File: src/design/fencei_pkg.sv
/* Shared definitions for the fence.i unit: write-buffer state,
   data widths and configuration register offsets */
`default_nettype none

package fencei_pkg;

  // Address and data width of both buses
  localparam int unsigned XLEN = 32;

  // Configuration register space
  localparam int unsigned CFG_ADDR_W = 2;

  // Control register, bit 0 enables bufferable stores
  localparam logic [CFG_ADDR_W-1:0] CFG_ADDR_CTRL = CFG_ADDR_W'(0);
  // Retired fence.i count, a write clears it
  localparam logic [CFG_ADDR_W-1:0] CFG_ADDR_FENCE_CNT = CFG_ADDR_W'(1);

  // Occupancy of the single store slot
  typedef enum logic {
    WBUF_EMPTY = 1'b0,
    WBUF_FULL  = 1'b1
  } wbuf_state_e;

endpackage : fencei_pkg

`default_nettype wire

File: src/design/fencei_cfg_regs.sv
/* Configuration and status registers: bufferable store enable
   and the retired fence.i counter */
`default_nettype none

module fencei_cfg_regs (
  input  logic                            clk_i,
  input  logic                            rst_ni,
  input  logic                            cfg_we_i,
  input  logic [fencei_pkg::CFG_ADDR_W-1:0] cfg_addr_i,
  input  logic [fencei_pkg::XLEN-1:0]     cfg_wdata_i,
  output logic [fencei_pkg::XLEN-1:0]     cfg_rdata_o,
  input  logic                            fence_retired_i,
  output logic                            bufferable_en_o
);
  import fencei_pkg::*;

  logic            bufferable_en_q;
  logic [XLEN-1:0] fence_cnt_q;

  always_ff @(posedge clk_i or negedge rst_ni) begin
    if (!rst_ni) begin
      bufferable_en_q <= 1'b0;
      fence_cnt_q     <= '0;
    end else begin
      if (cfg_we_i && cfg_addr_i == CFG_ADDR_CTRL) begin
        bufferable_en_q <= cfg_wdata_i[0];
      end
      // Software clear wins over a retire in the same cycle
      if (cfg_we_i && cfg_addr_i == CFG_ADDR_FENCE_CNT) begin
        fence_cnt_q <= '0;
      end else if (fence_retired_i) begin
        fence_cnt_q <= fence_cnt_q + 1'b1;
      end
    end
  end

  always_comb begin
    case (cfg_addr_i)
      CFG_ADDR_CTRL:      cfg_rdata_o = {{(XLEN-1){1'b0}}, bufferable_en_q};
      CFG_ADDR_FENCE_CNT: cfg_rdata_o = fence_cnt_q;
      default:            cfg_rdata_o = '0;
    endcase
  end

  assign bufferable_en_o = bufferable_en_q;

  // A retire is a single-cycle event from the controller FSM
  a_retire_single: assert property (@(posedge clk_i) disable iff (!rst_ni)
    fence_retired_i |=> !fence_retired_i);

endmodule : fencei_cfg_regs

`default_nettype wire

File: src/design/fencei_ctrl.sv
/* fence.i sequencing FSM: drain, flush handshake, retire and refetch,
   with protocol assertions on the flush request */
`default_nettype none

module fencei_ctrl (
  input  logic                        clk_i,
  input  logic                        rst_ni,
  input  logic                        wb_fencei_i,
  input  logic [fencei_pkg::XLEN-1:0] wb_pc_i,
  input  fencei_pkg::wbuf_state_e     buf_state_i,
  input  logic                        outstanding_zero_i,
  input  logic                        data_req_i,
  output logic                        drain_hold_o,
  output logic                        fencei_flush_req_o,
  input  logic                        fencei_flush_ack_i,
  output logic                        wb_retire_o,
  output logic                        fence_retired_o,
  output logic                        instr_req_o,
  output logic [fencei_pkg::XLEN-1:0] instr_addr_o,
  input  logic                        instr_gnt_i
);
  import fencei_pkg::*;

  typedef enum logic [2:0] {
    IDLE,
    DRAIN,
    FLUSH,
    RETIRE_FETCH,
    DONE
  } state_e;

  state_e          state_q;
  state_e          state_d;
  logic            drained;
  logic            flush_done;
  logic            fetch_pend_q;
  logic [XLEN-1:0] instr_addr_q;

  // Empty slot means no request, so the count cannot rise next cycle
  assign drained    = (buf_state_i == WBUF_EMPTY) && outstanding_zero_i;
  assign flush_done = (state_q == FLUSH) && fencei_flush_ack_i;

  always_comb begin
    state_d = state_q;
    case (state_q)
      IDLE: begin
        if (wb_fencei_i) begin
          state_d = drained ? FLUSH : DRAIN;
        end
      end
      DRAIN: begin
        if (drained) begin
          state_d = FLUSH;
        end
      end
      FLUSH: begin
        if (fencei_flush_ack_i) begin
          state_d = RETIRE_FETCH;
        end
      end
      RETIRE_FETCH: state_d = DONE;
      // Wait for the fetch grant and for writeback to drop the fence
      DONE: begin
        if (!wb_fencei_i && !fetch_pend_q) begin
          state_d = IDLE;
        end
      end
      default: state_d = IDLE;
    endcase
  end

  always_ff @(posedge clk_i or negedge rst_ni) begin
    if (!rst_ni) begin
      state_q      <= IDLE;
      fetch_pend_q <= 1'b0;
    end else begin
      state_q <= state_d;
      if (flush_done) begin
        fetch_pend_q <= 1'b1;
      end else if (fetch_pend_q && instr_gnt_i) begin
        fetch_pend_q <= 1'b0;
      end
    end
  end

  // Next word after the fence.i, sampled while the pc is held
  always_ff @(posedge clk_i) begin
    if (flush_done) begin
      instr_addr_q <= {wb_pc_i[XLEN-1:2], 2'b00} + XLEN'(4);
    end
  end

  assign drain_hold_o       = (state_q != IDLE) || wb_fencei_i;
  assign fencei_flush_req_o = (state_q == FLUSH);
  assign wb_retire_o        = (state_q == RETIRE_FETCH);
  assign fence_retired_o    = (state_q == RETIRE_FETCH);
  assign instr_req_o        = fetch_pend_q;
  assign instr_addr_o       = instr_addr_q;

  a_req_hold: assert property (@(posedge clk_i) disable iff (!rst_ni)
    fencei_flush_req_o && !fencei_flush_ack_i |=> fencei_flush_req_o);

  a_req_drop: assert property (@(posedge clk_i) disable iff (!rst_ni)
    fencei_flush_req_o && fencei_flush_ack_i |=> !fencei_flush_req_o);

  a_no_data_req: assert property (@(posedge clk_i) disable iff (!rst_ni)
    fencei_flush_req_o |-> !data_req_i);

  a_req_drained: assert property (@(posedge clk_i) disable iff (!rst_ni)
    fencei_flush_req_o |-> outstanding_zero_i && (buf_state_i == WBUF_EMPTY));

  // Writeback must hold the fence.i pc until the ack
  a_pc_stable: assert property (@(posedge clk_i) disable iff (!rst_ni)
    fencei_flush_req_o && !fencei_flush_ack_i |=> $stable(wb_pc_i));

endmodule : fencei_ctrl

`default_nettype wire

File: src/design/fencei_unit.sv
/* Top level of the fence.i unit: registers, store buffer,
   outstanding counter and sequencing FSM */
`default_nettype none

module fencei_unit #(
  parameter int unsigned MAX_OUTSTANDING = 4
) (
  input  logic                              clk_i,
  input  logic                              rst_ni,
  // Writeback
  input  logic                              wb_fencei_i,
  input  logic [fencei_pkg::XLEN-1:0]       wb_pc_i,
  output logic                              wb_retire_o,
  // Store input
  input  logic                              st_valid_i,
  input  logic [fencei_pkg::XLEN-1:0]       st_addr_i,
  input  logic [fencei_pkg::XLEN-1:0]       st_wdata_i,
  output logic                              st_accept_o,
  // OBI data bus
  output logic                              data_req_o,
  output logic [fencei_pkg::XLEN-1:0]       data_addr_o,
  output logic [fencei_pkg::XLEN-1:0]       data_wdata_o,
  input  logic                              data_gnt_i,
  input  logic                              data_rvalid_i,
  // Instruction side flush handshake
  output logic                              fencei_flush_req_o,
  input  logic                              fencei_flush_ack_i,
  // Refetch
  output logic                              instr_req_o,
  output logic [fencei_pkg::XLEN-1:0]       instr_addr_o,
  input  logic                              instr_gnt_i,
  // Configuration
  input  logic                              cfg_we_i,
  input  logic [fencei_pkg::CFG_ADDR_W-1:0] cfg_addr_i,
  input  logic [fencei_pkg::XLEN-1:0]       cfg_wdata_i,
  output logic [fencei_pkg::XLEN-1:0]       cfg_rdata_o
);
  import fencei_pkg::*;

  wbuf_state_e buf_state;
  logic        bufferable_en;
  logic        drain_hold;
  logic        outstanding_zero;
  logic        outstanding_full;
  logic        fence_retired;

  fencei_cfg_regs i_cfg_regs (
    .clk_i           (clk_i),
    .rst_ni          (rst_ni),
    .cfg_we_i        (cfg_we_i),
    .cfg_addr_i      (cfg_addr_i),
    .cfg_wdata_i     (cfg_wdata_i),
    .cfg_rdata_o     (cfg_rdata_o),
    .fence_retired_i (fence_retired),
    .bufferable_en_o (bufferable_en)
  );

  obi_outstanding_counter #(
    .MAX_OUTSTANDING (MAX_OUTSTANDING)
  ) i_outstanding_counter (
    .clk_i              (clk_i),
    .rst_ni             (rst_ni),
    .data_req_i         (data_req_o),
    .data_gnt_i         (data_gnt_i),
    .data_rvalid_i      (data_rvalid_i),
    .outstanding_zero_o (outstanding_zero),
    .outstanding_full_o (outstanding_full)
  );

  store_write_buffer #(
    .MAX_OUTSTANDING (MAX_OUTSTANDING)
  ) i_write_buffer (
    .clk_i              (clk_i),
    .rst_ni             (rst_ni),
    .st_valid_i         (st_valid_i),
    .st_addr_i          (st_addr_i),
    .st_wdata_i         (st_wdata_i),
    .st_accept_o        (st_accept_o),
    .bufferable_en_i    (bufferable_en),
    .drain_hold_i       (drain_hold),
    .outstanding_zero_i (outstanding_zero),
    .outstanding_full_i (outstanding_full),
    .buf_state_o        (buf_state),
    .data_req_o         (data_req_o),
    .data_addr_o        (data_addr_o),
    .data_wdata_o       (data_wdata_o),
    .data_gnt_i         (data_gnt_i)
  );

  fencei_ctrl i_ctrl (
    .clk_i              (clk_i),
    .rst_ni             (rst_ni),
    .wb_fencei_i        (wb_fencei_i),
    .wb_pc_i            (wb_pc_i),
    .buf_state_i        (buf_state),
    .outstanding_zero_i (outstanding_zero),
    .data_req_i         (data_req_o),
    .drain_hold_o       (drain_hold),
    .fencei_flush_req_o (fencei_flush_req_o),
    .fencei_flush_ack_i (fencei_flush_ack_i),
    .wb_retire_o        (wb_retire_o),
    .fence_retired_o    (fence_retired),
    .instr_req_o        (instr_req_o),
    .instr_addr_o       (instr_addr_o),
    .instr_gnt_i        (instr_gnt_i)
  );

endmodule : fencei_unit

`default_nettype wire

File: src/design/obi_outstanding_counter.sv
/* Outstanding data-bus transaction counter, granted but not yet answered */
`default_nettype none

module obi_outstanding_counter #(
  parameter int unsigned MAX_OUTSTANDING = 4
) (
  input  logic clk_i,
  input  logic rst_ni,
  input  logic data_req_i,
  input  logic data_gnt_i,
  input  logic data_rvalid_i,
  output logic outstanding_zero_o,
  output logic outstanding_full_o
);

  localparam int unsigned CNT_W = $clog2(MAX_OUTSTANDING + 1);

  logic [CNT_W-1:0] cnt_q;
  logic             granted;

  assign granted = data_req_i && data_gnt_i;

  // A grant and a response in the same cycle cancel out
  always_ff @(posedge clk_i or negedge rst_ni) begin
    if (!rst_ni) begin
      cnt_q <= '0;
    end else if (granted && !data_rvalid_i) begin
      cnt_q <= cnt_q + 1'b1;
    end else if (data_rvalid_i && !granted) begin
      cnt_q <= cnt_q - 1'b1;
    end
  end

  assign outstanding_zero_o = (cnt_q == '0);
  assign outstanding_full_o = (cnt_q == CNT_W'(MAX_OUTSTANDING));

  // Every response must belong to an earlier grant
  a_no_underflow: assert property (@(posedge clk_i) disable iff (!rst_ni)
    data_rvalid_i |-> !outstanding_zero_o);

  // Issue is withheld by the buffer once the counter is full
  a_no_gnt_when_full: assert property (@(posedge clk_i) disable iff (!rst_ni)
    granted |-> !outstanding_full_o);

endmodule : obi_outstanding_counter

`default_nettype wire

File: src/design/store_write_buffer.sv
/* One-entry store buffer that issues buffered writes on the OBI data bus */
`default_nettype none

module store_write_buffer #(
  parameter int unsigned MAX_OUTSTANDING = 4
) (
  input  logic                          clk_i,
  input  logic                          rst_ni,
  input  logic                          st_valid_i,
  input  logic [fencei_pkg::XLEN-1:0]   st_addr_i,
  input  logic [fencei_pkg::XLEN-1:0]   st_wdata_i,
  output logic                          st_accept_o,
  input  logic                          bufferable_en_i,
  input  logic                          drain_hold_i,
  input  logic                          outstanding_zero_i,
  input  logic                          outstanding_full_i,
  output fencei_pkg::wbuf_state_e       buf_state_o,
  output logic                          data_req_o,
  output logic [fencei_pkg::XLEN-1:0]   data_addr_o,
  output logic [fencei_pkg::XLEN-1:0]   data_wdata_o,
  input  logic                          data_gnt_i
);
  import fencei_pkg::*;

  wbuf_state_e     state_q;
  logic [XLEN-1:0] addr_q;
  logic [XLEN-1:0] wdata_q;
  logic            st_take;

  // Non-bufferable stores wait until the bus has gone quiet.
  // Holding stores during a fence keeps anything new off the bus
  assign st_accept_o = (state_q == WBUF_EMPTY) && !drain_hold_i &&
                       (bufferable_en_i || outstanding_zero_i);
  assign st_take     = st_valid_i && st_accept_o;

  always_ff @(posedge clk_i or negedge rst_ni) begin
    if (!rst_ni) begin
      state_q <= WBUF_EMPTY;
    end else if (st_take) begin
      state_q <= WBUF_FULL;
    end else if (data_req_o && data_gnt_i) begin
      state_q <= WBUF_EMPTY;
    end
  end

  always_ff @(posedge clk_i) begin
    if (st_take) begin
      addr_q  <= st_addr_i;
      wdata_q <= st_wdata_i;
    end
  end

  // Counter only grows on our own grants, so the request cannot drop
  // once raised
  assign data_req_o   = (state_q == WBUF_FULL) && !outstanding_full_i;
  assign data_addr_o  = addr_q;
  assign data_wdata_o = wdata_q;
  assign buf_state_o  = state_q;

  a_req_stable: assert property (@(posedge clk_i) disable iff (!rst_ni)
    data_req_o && !data_gnt_i |=>
      data_req_o && $stable(data_addr_o) && $stable(data_wdata_o));

  // At most one grant per cycle, so filling the counter takes the full depth
  if (MAX_OUTSTANDING > 1) begin : gen_fill_bound
    a_fill_bound: assert property (@(posedge clk_i) disable iff (!rst_ni)
      outstanding_full_i |-> !$past(outstanding_zero_i, MAX_OUTSTANDING - 1));
  end

endmodule : store_write_buffer

`default_nettype wire

File: config.mk
export PLATFORM = sky130hd
export DESIGN_NAME = fencei_unit
export DESIGN_NICKNAME = d
export VERILOG_FILES = /design/src/design/fencei_pkg.sv /design/src/design/fencei_cfg_regs.sv /design/src/design/fencei_ctrl.sv /design/src/design/fencei_unit.sv /design/src/design/obi_outstanding_counter.sv /design/src/design/store_write_buffer.sv
export SDC_FILE = /design/constraint.sdc
export NUM_CORES = 1
export LEC_CHECK = 0
export ABC_AREA = 1
export BUFFER_PORTS_ARGS = -buffer_cell sky130_fd_sc_hd__buf_4
export CAP_MARGIN = 25
export CORE_ASPECT_RATIO = 1.1
export CORE_MARGIN = 2
export CORE_UTILIZATION = 36
export CTS_CLUSTER_DIAMETER = 200
export DETAILED_ROUTE_END_ITERATION = 16
export PLACE_DENSITY = 0.71
export SYNTH_ARGS = -nofsm -noshare
export SYNTH_HDL_FRONTEND = slang
export SYNTH_SLANG_ARGS = --single-unit
File: constraint.sdc
create_clock -name clk_i -period 4.6 [get_ports clk_i]
set_input_delay 0.69 -clock clk_i [delete_from_list [all_inputs] [get_ports clk_i]]
set_output_delay 0.69 -clock clk_i [all_outputs]
set_load 0.1 [all_outputs]
==> results_dict.tcl, run 1 <==
set metrics [dict create \
    cts_hold_buf 0 \
    clock_latency_ns 0.42 \
    wl_per_cell_um 14.9 \
    period_minus_slack_ns 2.50 \
    drtPass1Iterations 4 \
    grt.total_usage 0.186 \
    crit_arrival_ns 1.81 \
    max_freq_ghz 0.401 \
    critPathRequiredTime_ns 3.91 \
    area_growth_pct 42.5 \
    die_w_um 130 \
    antenna_found_initial 0 \
    fillerInstances 1589 \
    ys_ff_latch 135 \
    rsz0062_at_grt "false" \
    ant_nets 0 \
    grt_max_degree 51 \
    dr_total_vias 5332 \
    cts_buffers 17 \
    grt_pass1_wl_mm 26.2 \
    fin_crit_sh 0.543 \
    drive_gt1_frac 0.328 \
    cts-htree-levels 4 \
    postCtsSetupBuffers 0 \
    port_buffers 236 \
    ys_async_sr_fraction 0.304 \
    final.setup.tns_ns 0 \
    setup_viol 0 \
    cts_tree "done" \
    irDropWorstVdd_v 0.000237 \
    ys_warn_count 0 \
    n_antenna_cell 0 \
    drv_cap 0 \
    clockBufferDepth 2 \
    synth_top_area_frac 0.448 \
    post_drt_via_cell_ratio 4.64 \
    startpoint_type "flip-flop" \
    fin_skew_ns 0.0117 \
    place_congestion 0.958 \
    nets 1044 \
    powerDensity_nw_per_um2 463 \
    synth.distinct_cells 38 \
    yosys.area.top_type "edfxtp_1" \
    boundaryPins 272 \
    syn_area_per_cell_um2 9.68 \
    clock_sinks 135 \
    crit_path_cell_trace "nand2_2 -> nor2_2 -> buf_4" \
    slowest_delay_ns 0.46 \
    hold_path_class "in2async" \
    drt-total-wl_mm 17.1 \
    dieArea_um2 18600 \
    grt_overflow 0 \
    final_hold_viol_count 0 \
    cts_resized 0 \
    grt_pass1_vias 5225 \
    synth_ff_type "edfxtp_1" \
    final_util 0.526 \
    synth-edff-count 94 \
    slew_headroom 0.613 \
    crit_type "reg2out" \
    cts-root-buf "clkbuf_16" \
    status "finished clean" \
    synthCells 651 \
    die_h_um 143 \
    core-area_um2 17100 \
    end_kind "output pin" \
    crit_fanout 11 \
    drc 0 \
    slew_violations 0 \
    dp_hpwl_mm 13.3 \
    drt_iter0_drc 246 \
    cp_slowest_cell "nor2_2" \
    rows 50 \
    clk_pin_slew_ns 0.07 \
    synth.top_cells.by_area "edfxtp_1 45%, dfrtp_1 16%, nand2_1 7.6%" \
    seq_area_frac_synth 0.611 \
    syn-cell-area_um2 6300 \
    worstMarginPinSlew_ns 0.580 \
    initial_core_util 0.369 \
    p_leak_nw 3.89 \
]
## placed cells by master, fill, tap and decap left out, types with 13 or more instances in the layout
cell / count
nand3_1: 39
xor2_1: 17
buf_4: 239
nor3_1: 13
inv_1: 84
nor2_1: 119
nand2_1: 127
a21oi_1: 20
edfxtp_1: 94
o21ai_0: 20
clkbuf_16: 17
dfrtp_1: 41
## cells in the mapped netlist (all sizes together) (6+ instances only)
cell type / n
a21oi: 20
a31oi: 6
buf: 7
dfrtp: 41
edfxtp: 94
inv: 87
nand2: 130
nand3: 43
nand4: 9
nor2: 131
nor3: 17
o21ai: 21
xnor2: 8
xor2: 17
## state kept, by name, indices dropped and copies added (netlist names)
| signal | cells |
|---|---|
| i_cfg_regs.bufferable_en_o | 1 |
| i_cfg_regs.fence_cnt_q | 32 |
| i_ctrl.instr_addr_o | 30 |
| i_ctrl.instr_req_o | 1 |
| i_ctrl.state_q | 3 |
| i_outstanding_counter.cnt_q | 3 |
| i_write_buffer.buf_state_o | 1 |
| i_write_buffer.data_addr_o | 32 |
| i_write_buffer.data_wdata_o | 32 |
## logic make-up (layout without fill, tap and decap cells)
kind of cell | after synthesis | after routing | share of synthesized area
compound gates | 49 | 49 | 0.0409
xor+xnor | 25 | 25 | 0.0347
fa+ha+maj | 4 | 4 | 0.00913
buf+inv | 98 | 360 | 0.0649
flops | 135 | 135 | 0.611
mux | 1 | 1 | 0.00179
other cells | 1 | 2 | 0.000595
simple gates | 338 | 338 | 0.237
## routing by layer
| layer | GRT usage | part of all wire | vias up |
|---|---|---|---|
| met2 | 0.319 | 0.49 | 223 |
| met1 | 0.203 | 0.37 | 2463 |
| li1 | - | - | 2629 |
| met5 | 0 | 0 | - |
| met4 | 0.0696 | 0.015 | 0 |
| met3 | 0.0794 | 0.12 | 17 |
## report_power, final
part,internal [mW],total [mW],switching (mW)
clock,0.870,1.43,0.556
combinational,0.264,1.21,0.951
sequential,1.45,1.52,0.0676
total,2.59,4.16,1.57
## layout make-up
cell class,instances,area (um2),share of cell area
sequential,135,3850,0.428
clock buffer,18,429,0.0478
clock inverter,14,188,0.0209
inverter,87,329,0.0366
tap,234,293,0.0326
multi-input combinational,419,2050,0.229
timing repair buffer,241,1840,0.205
## worst max-delay path: cells and delay by family, from the launching register on
kind	cells	cell delay [ns]
and+or+nand+nor	2	0.55
buffers and inverters	1	0.40
DFF	1	0.44
## through the flow
step / total power [mW] / worst slack, ns / hold slack (ns) / cell area [um2] / cells
floorplan: 2.45 / 0.624 / 0.394 / 6310 / 652
global placement: 2.75 / 1.68 / 0.497 / 8320 / 1114
detailed placement: 2.76 / 1.60 / 0.516 / 8320 / 1114
CTS: 4.21 / 1.58 / 0.264 / 8940 / 1146
global route: 4.32 / 1.99 / 0.285 / 8980 / 1148
finish: 4.16 / 2.10 / 0.251 / 8980 / 1148
## final timing paths
kind	startpoint	end	slack [ns]	cells past startpoint
min	rst_ni	i_cfg_regs.fence_cnt_q[15]	0.25	1
min reg2reg	i_cfg_regs.fence_cnt_q[3]	i_cfg_regs.fence_cnt_q[3]	0.52	1
max reg2reg	i_outstanding_counter.cnt_q[0]	i_outstanding_counter.cnt_q[2]	2.62	9
min in group clk_i	st_wdata_i[31]	i_write_buffer.data_wdata_o[31]	0.45	1
max	i_ctrl.state_q[0]	wb_retire_o	2.10	3
max in group asynchronous	rst_ni	i_cfg_regs.fence_cnt_q[3]	3.95	1
Note: power is estimated with default switching activity, not from simulation.
==> inputs of run 2 (changes only) <==
Settings changed: PLACE_DENSITY 0.71 to 0.74.
Clock period 4.6 ns to 2.1 ns, I/O delays scaled along.
==> run 2 against run 1 <==
Against the previous run: highest routed layer unchanged; setup slack worse by 2.0 ns; sequential cell count unchanged; critical path type unchanged; via count up 0.15%.
==> results_dict.tcl, run 2 (synthesized netlist as in run 1, its figures left out) <==
set metrics [dict create \
    die_w_um 130 \
    drive_gt1_frac 0.375 \
    final_cells 1153 \
    grt_overflow 0 \
    crit_arrival_ns 1.68 \
    grt_max_degree 42 \
    worstMarginPinSlew_ns 0.540 \
    powerDensity_nw_per_um2 988 \
    fin_skew_ns 0.00937 \
    rsz0062_at_grt "false" \
    ant_nets 0 \
    holdCritStartpoint "st_addr_i[21]" \
    setup_viol 0 \
    clock_sinks 135 \
    clock_latency_ns 0.42 \
    power_mw 8.99 \
    rows 50 \
    drt_iter0_drc 377 \
    max_freq_ghz 0.501 \
    n_antenna_cell 0 \
    slew_violations 0 \
    drtPass1Iterations 5 \
    grt.total_usage 0.182 \
    dieArea_um2 18600 \
    fin_crit_sh 0.951 \
    cts-root-buf "clkbuf_16" \
    place_congestion 0.914 \
    hold_path_class "in2reg" \
    drv_cap 0 \
    critPathRequiredTime_ns 1.78 \
    final_util 0.533 \
    p_leak_nw 3.87 \
    grt_pass1_wl_mm 25.8 \
    die_h_um 143 \
    clockBufferDepth 2 \
    dp_hpwl_mm 13.0 \
    slew_headroom 0.640 \
    cts_tree "done" \
    final_hold_viol_count 0 \
    crit_fanout 5 \
    cts_buffers 17 \
    irDropWorstVdd_v 0.000684 \
    core-area_um2 17100 \
    startpoint_type "flip-flop" \
    status "finished clean" \
    cp-startpoint "i_ctrl.state_q[0]" \
    grt_pass1_vias 5183 \
    place_inst 1120 \
    area_growth_pct 44.4 \
    period_minus_slack_ns 2.00 \
    boundaryPins 272 \
    initial_core_util 0.369 \
    end_kind "output pin" \
    drc 0 \
    wl_per_cell_um 14.5 \
    final_cell_mix "242 x buf_4, 125 x nand2_1, 94 x edfxtp_1" \
    final_common_cell "buf_4" \
    port_buffers 236 \
    antenna_found_initial 0 \
    post_drt_via_cell_ratio 4.63 \
    cts-htree-levels 4 \
    rr_startpoint "i_outstanding_counter.cnt_q[0]" \
    drt-total-wl_mm 16.7 \
    fillerInstances 1531 \
    dr_total_vias 5340 \
    nets 1049 \
    clk_pin_slew_ns 0.06 \
    crit_type "reg2out" \
]
run 2: repair_timing:
item / in CTS / in global routing
setup endpoints to repair: 0 / 1
setup buffers: 0 / 0
hold buffers: 1 / 0
endpoints found under the hold margin: 41 / 0
gates resized for setup: 0 / 1
run 2: layout make-up:
class / count / area, um2 / area share
clock buffers: 18 / 429 / 0.0472
clock inverters: 14 / 138 / 0.0151
inverters: 87 / 333 / 0.0366
multi-input cells: 419 / 2180 / 0.240
flip-flops and latches: 135 / 3850 / 0.423
well taps: 234 / 293 / 0.0322
repair buffers: 246 / 1880 / 0.206
run 2: routing by layer:
metal  track usage  vias up  routed length, um
met5             0        -                  0
met4        0.0651        0                286
met3        0.0648       19               1860
met2         0.311      243               8130
met1         0.209     2443               6460
li1              -     2635                  -
run 2: path summary, 6_finish.rpt:
path                                                  endpoint  slack [ns]  cells past startpoint
min in group asynchronous           i_cfg_regs.fence_cnt_q[31]        0.42                      2
worst min-delay path            i_write_buffer.data_addr_o[21]        0.07                      1
worst max register to register  i_outstanding_counter.cnt_q[2]        0.23                      9
worst min register to register       i_cfg_regs.fence_cnt_q[9]        0.51                      1
max in group asynchronous            i_cfg_regs.fence_cnt_q[6]        1.30                      2
worst max-delay path                               st_accept_o        0.10                      4
run 2: worst max-delay path, cell delays in order, from the launching register on:
cell and delay [ns]:
dfrtp_1 0.45, nor2_2 0.21, nand2_2 0.11, nor3_4 0.23, buf_6 0.26
run 2: power breakdown:
group | switching, mW | internal (mW) | total [mW]
Sequential | 0.165 | 3.18 | 3.35
Clock | 1.21 | 1.66 | 2.87
Combinational | 2.13 | 0.641 | 2.78
run 2: through the flow:
stage	area (um2)	hold WS, ns	setup WS, ns	TNS (ns)
after floorplan	6440	0.0194	-0.687	-58.58
after global placement	8520	0.333	0.267	0
after detailed placement	8520	0.332	0.225	0
after CTS	9100	0.0519	0.0305	0
after global routing	9100	0.0507	0.0202	0
final	9100	0.0692	0.103	0
